`src/include/rename_params.svh`:
```
// Rename sizing parameters

`ifndef RENAME_PARAMS_SVH
`define RENAME_PARAMS_SVH

// Architectural register file seen by software
`define ARCH_REGS 32

// Physical register file behind the rename map
`define PHYS_REGS 64

// Index widths for the two register spaces
`define ARCH_IDX_SZ 5
`define PHYS_IDX_SZ 6

// Free list holds every non-architectural tag
// Plus one slot so that full and empty never look alike
`define FREE_LIST_SIZE 33

`endif
```
`src/verilog/rename_pkg.sv`:
```
// Rename shared types

`default_nettype none

`include "rename_params.svh"

package rename_pkg;

    // Architectural register number
    typedef logic [`ARCH_IDX_SZ-1:0] arch_idx_t;

    // Physical register tag
    typedef logic [`PHYS_IDX_SZ-1:0] phys_tag_t;

    // Slot pointer into the circular free list
    // 6 bits cover the 33 slots
    typedef logic [$clog2(`FREE_LIST_SIZE)-1:0] fl_ptr_t;

endpackage

`default_nettype wire

```
`src/verilog/rename_top.sv`:
```
// Register rename top

`timescale 1ns/1ps
`default_nettype none

module rename_top (
    input  logic                  clk,
    input  logic                  reset,

    // Rename input
    input  logic                  in_valid,
    input  rename_pkg::arch_idx_t in_src1,
    input  rename_pkg::arch_idx_t in_src2,
    input  rename_pkg::arch_idx_t in_dest,
    input  logic                  in_has_dest,
    output logic                  in_ready,

    // Rename output
    output logic                  out_valid,
    output rename_pkg::phys_tag_t out_src1_tag,
    output rename_pkg::phys_tag_t out_src2_tag,
    output rename_pkg::phys_tag_t out_dest_tag,
    output rename_pkg::phys_tag_t out_old_tag,
    output logic                  out_has_dest,
    input  logic                  out_ready,

    // Retire port
    input  logic                  retire_en,
    input  rename_pkg::arch_idx_t retire_dest,
    input  rename_pkg::phys_tag_t retire_tag
);

    // Stage to speculative map
    rename_pkg::arch_idx_t rd_idx1;
    rename_pkg::arch_idx_t rd_idx2;
    rename_pkg::phys_tag_t rd_tag1;
    rename_pkg::phys_tag_t rd_tag2;
    logic                  wr_en;
    rename_pkg::arch_idx_t wr_idx;
    rename_pkg::phys_tag_t wr_tag;
    rename_pkg::phys_tag_t old_tag;

    // Free list traffic
    logic                  alloc_en;
    rename_pkg::phys_tag_t alloc_tag;
    logic                  empty;
    logic                  release_en;
    rename_pkg::phys_tag_t release_tag;

    rename_stage u_stage (
        .clk          (clk),
        .reset        (reset),
        .in_valid     (in_valid),
        .in_src1      (in_src1),
        .in_src2      (in_src2),
        .in_dest      (in_dest),
        .in_has_dest  (in_has_dest),
        .in_ready     (in_ready),
        .out_valid    (out_valid),
        .out_src1_tag (out_src1_tag),
        .out_src2_tag (out_src2_tag),
        .out_dest_tag (out_dest_tag),
        .out_old_tag  (out_old_tag),
        .out_has_dest (out_has_dest),
        .out_ready    (out_ready),
        .rd_idx1      (rd_idx1),
        .rd_idx2      (rd_idx2),
        .rd_tag1      (rd_tag1),
        .rd_tag2      (rd_tag2),
        .wr_en        (wr_en),
        .wr_idx       (wr_idx),
        .wr_tag       (wr_tag),
        .old_tag      (old_tag),
        .alloc_en     (alloc_en),
        .alloc_tag    (alloc_tag),
        .empty        (empty),
        .release_en   (release_en)
    );

    map_table u_map (
        .clk     (clk),
        .reset   (reset),
        .rd_idx1 (rd_idx1),
        .rd_idx2 (rd_idx2),
        .rd_tag1 (rd_tag1),
        .rd_tag2 (rd_tag2),
        .wr_en   (wr_en),
        .wr_idx  (wr_idx),
        .wr_tag  (wr_tag),
        .old_tag (old_tag)
    );

    commit_map u_commit (
        .clk         (clk),
        .reset       (reset),
        .retire_en   (retire_en),
        .retire_dest (retire_dest),
        .retire_tag  (retire_tag),
        .release_en  (release_en),
        .release_tag (release_tag)
    );

    free_list u_free_list (
        .clk         (clk),
        .reset       (reset),
        .alloc_en    (alloc_en),
        .alloc_tag   (alloc_tag),
        .empty       (empty),
        .release_en  (release_en),
        .release_tag (release_tag)
    );

endmodule

`default_nettype wire

```
`src/verilog/rename_stage.sv`:
```
// Rename pipeline stage

`timescale 1ns/1ps
`default_nettype none

module rename_stage (
    input  logic                  clk,
    input  logic                  reset,

    // Incoming instruction
    input  logic                  in_valid,
    input  rename_pkg::arch_idx_t in_src1,
    input  rename_pkg::arch_idx_t in_src2,
    input  rename_pkg::arch_idx_t in_dest,
    input  logic                  in_has_dest,
    output logic                  in_ready,

    // Renamed instruction
    output logic                  out_valid,
    output rename_pkg::phys_tag_t out_src1_tag,
    output rename_pkg::phys_tag_t out_src2_tag,
    output rename_pkg::phys_tag_t out_dest_tag,
    output rename_pkg::phys_tag_t out_old_tag,
    output logic                  out_has_dest,
    input  logic                  out_ready,

    // Speculative map access
    output rename_pkg::arch_idx_t rd_idx1,
    output rename_pkg::arch_idx_t rd_idx2,
    input  rename_pkg::phys_tag_t rd_tag1,
    input  rename_pkg::phys_tag_t rd_tag2,
    output logic                  wr_en,
    output rename_pkg::arch_idx_t wr_idx,
    output rename_pkg::phys_tag_t wr_tag,
    input  rename_pkg::phys_tag_t old_tag,

    // Free list access
    output logic                  alloc_en,
    input  rename_pkg::phys_tag_t alloc_tag,
    input  logic                  empty,
    input  logic                  release_en
);

    logic slot_free;
    logic tag_avail;
    logic accept;

    // Output register empty or leaving this cycle
    assign slot_free = !out_valid || out_ready;

    // A release this cycle gets forwarded by the free list
    assign tag_avail = !empty || release_en;

    // Instructions without a destination never wait on the free list
    assign in_ready = slot_free && (!in_has_dest || tag_avail);
    assign accept   = in_valid && in_ready;

    // Map lookup straight from the incoming fields
    assign rd_idx1 = in_src1;
    assign rd_idx2 = in_src2;

    // Allocate and remap only for real destinations
    assign alloc_en = accept && in_has_dest;
    assign wr_en    = alloc_en;
    assign wr_idx   = in_dest;
    assign wr_tag   = alloc_tag;

    // Valid bit of the output register
    always_ff @(posedge clk) begin
        if (reset) begin
            out_valid <= 1'b0;
        end else if (accept) begin
            out_valid <= 1'b1;
        end else if (out_ready) begin
            out_valid <= 1'b0;
        end
    end

    // Payload only moves on acceptance, so it holds under back-pressure
    always_ff @(posedge clk) begin
        if (accept) begin
            out_src1_tag <= rd_tag1;
            out_src2_tag <= rd_tag2;
            out_has_dest <= in_has_dest;
            // Tags read as zero when there is no destination
            out_dest_tag <= in_has_dest ? alloc_tag : '0;
            out_old_tag  <= in_has_dest ? old_tag : '0;
        end
    end

endmodule

`default_nettype wire

```
`src/verilog/commit_map.sv`:
```
// Retired rename map

`timescale 1ns/1ps
`default_nettype none

`include "rename_params.svh"

module commit_map (
    input  logic                  clk,
    input  logic                  reset,

    // One retiring instruction per cycle
    input  logic                  retire_en,
    input  rename_pkg::arch_idx_t retire_dest,
    input  rename_pkg::phys_tag_t retire_tag,

    // Tag no longer reachable by any in-flight or retired state
    output logic                  release_en,
    output rename_pkg::phys_tag_t release_tag
);

    // Architectural state as of the last retirement
    rename_pkg::phys_tag_t map [`ARCH_REGS];

    // The replaced entry is dead once the new mapping retires
    assign release_en  = retire_en;
    assign release_tag = map[retire_dest];

    always_ff @(posedge clk) begin
        if (reset) begin
            // Same starting point as the speculative map
            for (int i = 0; i < `ARCH_REGS; i++) begin
                map[i] <= rename_pkg::phys_tag_t'(i);
            end
        end else if (retire_en) begin
            map[retire_dest] <= retire_tag;
        end
    end

endmodule

`default_nettype wire

```
`src/verilog/map_table.sv`:
```
// Speculative rename map

`timescale 1ns/1ps
`default_nettype none

`include "rename_params.svh"

module map_table (
    input  logic                  clk,
    input  logic                  reset,

    // Source operand lookups
    input  rename_pkg::arch_idx_t rd_idx1,
    input  rename_pkg::arch_idx_t rd_idx2,
    output rename_pkg::phys_tag_t rd_tag1,
    output rename_pkg::phys_tag_t rd_tag2,

    // Destination update
    input  logic                  wr_en,
    input  rename_pkg::arch_idx_t wr_idx,
    input  rename_pkg::phys_tag_t wr_tag,

    // Mapping the destination held before this write
    output rename_pkg::phys_tag_t old_tag
);

    // One physical tag per architectural register
    rename_pkg::phys_tag_t map [`ARCH_REGS];

    // Reads see the state before the current edge
    // A source equal to the destination still gets the older tag
    assign rd_tag1 = map[rd_idx1];
    assign rd_tag2 = map[rd_idx2];

    // Previous owner of the destination, goes with the instruction
    assign old_tag = map[wr_idx];

    always_ff @(posedge clk) begin
        if (reset) begin
            // Identity map, register i lives in tag i
            for (int i = 0; i < `ARCH_REGS; i++) begin
                map[i] <= rename_pkg::phys_tag_t'(i);
            end
        end else if (wr_en) begin
            // Next instruction sees the new tag
            map[wr_idx] <= wr_tag;
        end
    end

endmodule

`default_nettype wire

```
`src/verilog/free_list.sv`:
```
// Physical tag free list

`timescale 1ns/1ps
`default_nettype none

`include "rename_params.svh"

module free_list (
    input  logic                 clk,
    input  logic                 reset,

    // Allocation side, head of the queue
    input  logic                 alloc_en,
    output rename_pkg::phys_tag_t alloc_tag,
    output logic                 empty,

    // Release side, tail of the queue
    input  logic                 release_en,
    input  rename_pkg::phys_tag_t release_tag
);

    // Tag storage, one slot is always left unused
    rename_pkg::phys_tag_t slots [`FREE_LIST_SIZE];

    // Head is the next tag handed out
    rename_pkg::fl_ptr_t head;
    // Tail is the first unused slot
    rename_pkg::fl_ptr_t tail;

    logic bypass;

    // Step a pointer around the ring
    function automatic rename_pkg::fl_ptr_t next_ptr(input rename_pkg::fl_ptr_t ptr);
        if (ptr == rename_pkg::fl_ptr_t'(`FREE_LIST_SIZE - 1)) begin
            return '0;
        end
        return ptr + 1'b1;
    endfunction

    assign empty = (head == tail);

    // Empty queue with a release in flight hands the released tag straight out
    assign alloc_tag = (empty && release_en) ? release_tag : slots[head];

    // Forwarded allocation leaves both pointers alone
    assign bypass = empty && release_en && alloc_en;

    always_ff @(posedge clk) begin
        if (reset) begin
            // Tags above the architectural range start out free
            for (int i = 0; i < `PHYS_REGS - `ARCH_REGS; i++) begin
                slots[i] <= rename_pkg::phys_tag_t'(`ARCH_REGS + i);
            end
            head <= '0;
            tail <= rename_pkg::fl_ptr_t'(`PHYS_REGS - `ARCH_REGS);
        end else if (!bypass) begin
            // Pop the head
            // The stage never allocates from an empty list without a release
            if (alloc_en && !empty) begin
                head <= next_ptr(head);
            end
            // Push at the tail
            // No full check, released tags never outnumber the tags in use
            if (release_en) begin
                slots[tail] <= release_tag;
                tail <= next_ptr(tail);
            end
        end
    end

endmodule

`default_nettype wire

```
`config.mk`:
```
export PLATFORM = sky130hd
export DESIGN_NAME = rename_top
export DESIGN_NICKNAME = d
export VERILOG_FILES = /design/src/verilog/rename_pkg.sv /design/src/verilog/rename_top.sv /design/src/verilog/rename_stage.sv /design/src/verilog/commit_map.sv /design/src/verilog/map_table.sv /design/src/verilog/free_list.sv
export VERILOG_INCLUDE_DIRS = /design/src /design/src/include
export SDC_FILE = /design/constraint.sdc
export NUM_CORES = 1
export LEC_CHECK = 0
export ABC_CLOCK_PERIOD_IN_PS = 6200
export BUFFER_PORTS_ARGS = -buffer_cell sky130_fd_sc_hd__buf_2
export CAP_MARGIN = 40
export CORE_MARGIN = 2
export CORE_UTILIZATION = 57
export CTS_BUF_LIST = sky130_fd_sc_hd__clkbuf_16
export DETAILED_ROUTE_END_ITERATION = 8
export PLACE_DENSITY = 0.73
export SYNTH_ARGS = -nofsm -noshare
export SYNTH_HDL_FRONTEND = slang
export SYNTH_SLANG_ARGS = --single-unit
```
`constraint.sdc`:
```
create_clock -name clk -period 6.2 [get_ports clk]
set_input_delay 0 -clock clk [delete_from_list [all_inputs] [get_ports clk]]
set_output_delay 0 -clock clk [all_outputs]
set_load 0.01 [all_outputs]
```
Word level (Yosys, flattened, before mapping)
Memories as Yosys holds them, arrays and structs flattened. A register that Yosys moved wholly into a read port is not among the register bits.
Index checks and enable logic that the tools add are counted.
- bits of input ports: 32
- RAM bits: 582
- output and inout bits: 27
- logic and storage cells: 70
- register bits: 20
- memories kept: 3
- eq/ne operators: 3
- mux-type cells: 37
- add/sub/neg operators: 2
- reduce and logical (&&, ||, !) cells: 19
- bitwise operators: 1
- memory list (memory ; depth ; bits a word ; read ports ; clocked after memory_dff ; wr ports ; RTL line ; source):
    u_free_list.slots ; 33 ; 6 ; 1 ; 1 ; 32 ; free_list.sv:23 ; rename_pkg::phys_tag_t slots [`FREE_LIST_SIZE];
    u_commit.map ; 32 ; 6 ; 1 ; 0 ; 32 ; commit_map.sv:23 ; rename_pkg::phys_tag_t map [`ARCH_REGS];
    u_map.map ; 32 ; 6 ; 3 ; 3 ; 32 ; map_table.sv:28 ; rename_pkg::phys_tag_t map [`ARCH_REGS];
- operator list (cell ; count):
    two-way mux 6 bit ; 11
    two-way mux 1 bit ; 24
    OR reduction 6 bit ; 3
    adder 6 x 1 -> 6 bit, second input constant ; 2
    equality test 6 bit, second input constant ; 2
    two-way mux 5 bit ; 2
    equality test 6 bit ; 1
    logical AND 1 bit ; 6
    logical NOT 1 bit ; 4
    AND reduction 2 bit ; 2
    logical OR 1 bit ; 3
    nonzero test 2 bit ; 1
    inverter 1 bit ; 1

Depth between registers and ports, before layout
- depth in word-level cells: 14
- depth in mapped cells: 12
- gate-level depth less buffers: 7

By module
Synthesis repeated with hierarchy kept, for this count alone.
- cell total of the unflattened synthesis: 2690
- area, all modules: 40112.2 µm²
- modules (own cells, without submodules) (module ; area each (µm²) ; cells an instance ; times used ; sequential area each (µm²)):
    free_list ; 17720.7 ; 1158 ; 1 ; 11891.4
    map_table ; 12072.8 ; 759 ; 1 ; 5765.5
    commit_map ; 9222.6 ; 703 ; 1 ; 5765.5
    rename_stage ; 1096.1 ; 70 ; 1 ; 770.7

Least setup slack after synthesis
OpenSTA, ideal clock, no wires.
- kind: reg2reg
- from: reg (tool-made name)
- to: mem u_map.map[22][3] in the netlist's numbering, data pin
- path slack: 3.630 ns
- cell stages (with the launch flop): 10
- library setup time: 0.256 ns
- arrival: 2.315 ns
- required time: 5.944 ns
- cells stage by stage: dfxtp_1 buf_6 buf_8 mux4_2 a22o_1 a211oi_1 nor4_1 a211oi_4 buf_6 nor2_1
- RTL lines (element ; RTL line):
    end, declared ; map_table.sv:28

==> metrics <==
Worst setup SP type flop; vias in the first global route 24,085; # fillers 4,821; DR vias 24,402; Post-Synthesis Cells 2,677; CTS sink cnt 812; area of the multi-input gates 0.0139 mm²; post-synthesis cell type count 65; vias per cell 6.78; core area 0.0683 mm²; Synth Flop Type edfxtp_1; clk slew on worst S/H paths 60 ps; sequential cell area fraction in the yosys report 0.616; XOR/XNOR share of the synthesized area 0.00178; placed cells 3,442; Post-synth EDFFs 793; Die ar. 0.0710 mm²; post-synthesis net count 2,713; Synth async-reset ratio 0; # port buffers 58; final wirelength 99.2 mm; routed wl met3 10.6 mm; P_sw 2.94 mW; Die Wd 266 µm; Req. time, crit path 6570 ps; DRT met1 WL 36.9 mm; first-pass GRT wire length 149 mm; met2 wire length 48.2 mm; DRT iter0 DRCs 3,018; I/O Pins 59; Synth-to-Final Area Change 9.18%; clk_lat worst skew 650 ps; compound-gate portion of the synthesized area 0.0397; # resized after CTS 0; Final #Nets 2,688; Max Transition Viols Final 0; GRT Util Overall 0.283; CTS tree built; htree depth 3; CTS Buf Count 83; Final Hold Fails 0; outcome complete, no violations; layout cells sized above 1 0.214; Rows 96; Simple-Gate Fraction of Synth Area 0.122; CP Capture Type flop; CTS Buffer Depth 3; fmax 0.260 GHz; mux contribution to synthesized area 0.189; hold-fix buffers at CTS 7; DP Worst Slack 2230 ps; GPL Wtd Cong 0.900; slew margin rel. 0.362; FF/Latch Area 0.0242 mm²; sw frac 0.239; average size of a mapped cell 14.7 µm²; largest cells by area after synthesis edfxtp_1, mux4_2, mux2i_1; max-cap violation count 0; placed cell area 0.0402 mm²; Crit Path Class reg2reg; Yosys reg bits 812; fin crit period 3850 ps; Post-Syn Area 0.0393 mm²; Die Ht 266 µm; Comb power frac 0.093; largest family of logic cells by synthesized area multiplexers; Final Util 0.627; # DRC 0; largest net degree at the start of global routing 70; Top Metal Used met5; Pwr per Cell Area 287 mW/mm²; critical path arrival 4220 ps; RSZ-0062 raised after global routing false; peak supply drop 0.239 mV; initial antenna violation count 4; final setup TNS 0 ps; CTS root buffer clkbuf_16; Post-CTS Setup Bufs 0; Worst Path Max Fanout 33; worst setup margin 2350 ps; GRT overflow 0; routed len/inst 27.6 µm; Seq pwr share 0.511; Pre-Repair DR Iteration Count 6; Starting Density 0.575; YS warnings 0; Pint 9.37 mW; Routed Antenna Nets 0; clk_skew 38.0 ps; Final Cycle Share 0.620; Worst Tran Pin Value 948 ps; Yosys top cell by area edfxtp_1; top cell type's share of synthesized area 0.606; HPWL Detailed 64.7 mm; fin cells 3,600; Clk pwr share 0.396; Leakage Power 13.2 nW; Adder-Cell Fraction of Synth Area 0.00127; Design Area, Final 0.0429 mm²; Hold Crit Class in2reg; Final setup viols 0
worst paths after layout:
check,startpoint,end,slack (ps),depth (start not counted)
worst max-delay path,flop,u_map.map[29][3],2350,8
worst min-delay path,out_ready,u_stage.out_dest_tag[0],8,3
worst max register to register,flop,u_map.map[29][3],2350,8
worst min register to register,u_free_list.head[5],u_free_list.head[5],540,2
layout by cell type, fill, tap and decap left out, types with 15 or more instances in the layout:
cell         n
nor2b_1     16
clkinv_1    15
nor2_1     241
mux2_2      18
nand2b_1    56
and3_1      32
buf_4       42
inv_1       27
nor3_1      36
a21oi_1     97
buf_2       57
mux4_2     250
o22ai_1     17
nand3_1     52
nor4_1      15
or3_1       87
or2_2       50
mux2i_1    156
clkbuf_16   86
clkinv_2    15
dfxtp_1     16
edfxtp_1   793
and2_1      90
nand2_1    210
a22oi_1     61
cells in the mapped netlist (51+ instances only):
master,count
a22oi_1,61
edfxtp_1,793
mux4_2,250
buf_2,51
clkbuf_1,129
nand2b_1,56
and2_1,90
nand3_1,52
nor2_1,243
a21oi_1,97
nand2_1,210
mux2i_1,156
or3_1,87
state kept, by name, summed over array words and instances, names as in the netlist, named ones only:
| register | cells |
|---|---|
| u_free_list.slots | 384 |
| u_commit.map | 192 |
| u_map.map | 192 |
| u_free_list.head | 6 |
| u_free_list.tail | 6 |
| u_stage.out_dest_tag | 6 |
| u_stage.out_old_tag | 6 |
| u_stage.out_src1_tag | 6 |
| u_stage.out_src2_tag | 6 |
| u_stage.out_has_dest | 1 |
| u_stage.out_valid | 1 |
worst max-delay path, cell delays in order, from the launching register on:
cell and delay, ps:
dfxtp_4 740, buf_4 450, mux4_2 600, a22o_1 270, a211oi_1 450, nor4_1 160
a211oi_4 250, buf_4 500, nand2_1 130
cells by family after synthesis:
logic type / Yosys count
and+or+nand+nor: 953
DFF: 812
muxes: 425
buffers and inverters: 242
AOI/OAI and AO/OA: 233
xor gates and xnor gates: 8
adders and majority gates: 4
per-stage QoR:
stage / total power, mW / hold slack, ps
final: 12.3 / 7.51
after global routing: 12.6 / 50.7
after detailed placement: 7.52 / 294
after CTS: 12.3 / 0.477
after floorplan: 7.12 / 98.9
after global placement: 7.46 / 295
layer usage:
metal  track usage  vias up
met2         0.452     1528
met5             0        -
met3        0.0590      215
li1              -    10294
met4         0.109        6
met1         0.387    12359
final cells by class:
class	instances	area share
clock inverters	63	0.0113
multi-input cells	1623	0.325
repair buffers	119	0.0218
flip-flops and latches	812	0.565
well taps	882	0.0257
clock buffers	86	0.0502
inverters	13	0.00114
diodes	2	0.000117
power groups by stage:
stage | Sequential (mW) | Clock (mW) | Combinational (mW)
finish | 6.28 | 4.87 | 1.15
CTS | 6.28 | 4.91 | 1.13
global route | 6.29 | 5.13 | 1.20
detailed placement | 6.40 | 0 | 1.13
global placement | 6.39 | 0 | 1.07
floorplan | 6.36 | 0 | 0.753
(Power assumes the default switching activity.)
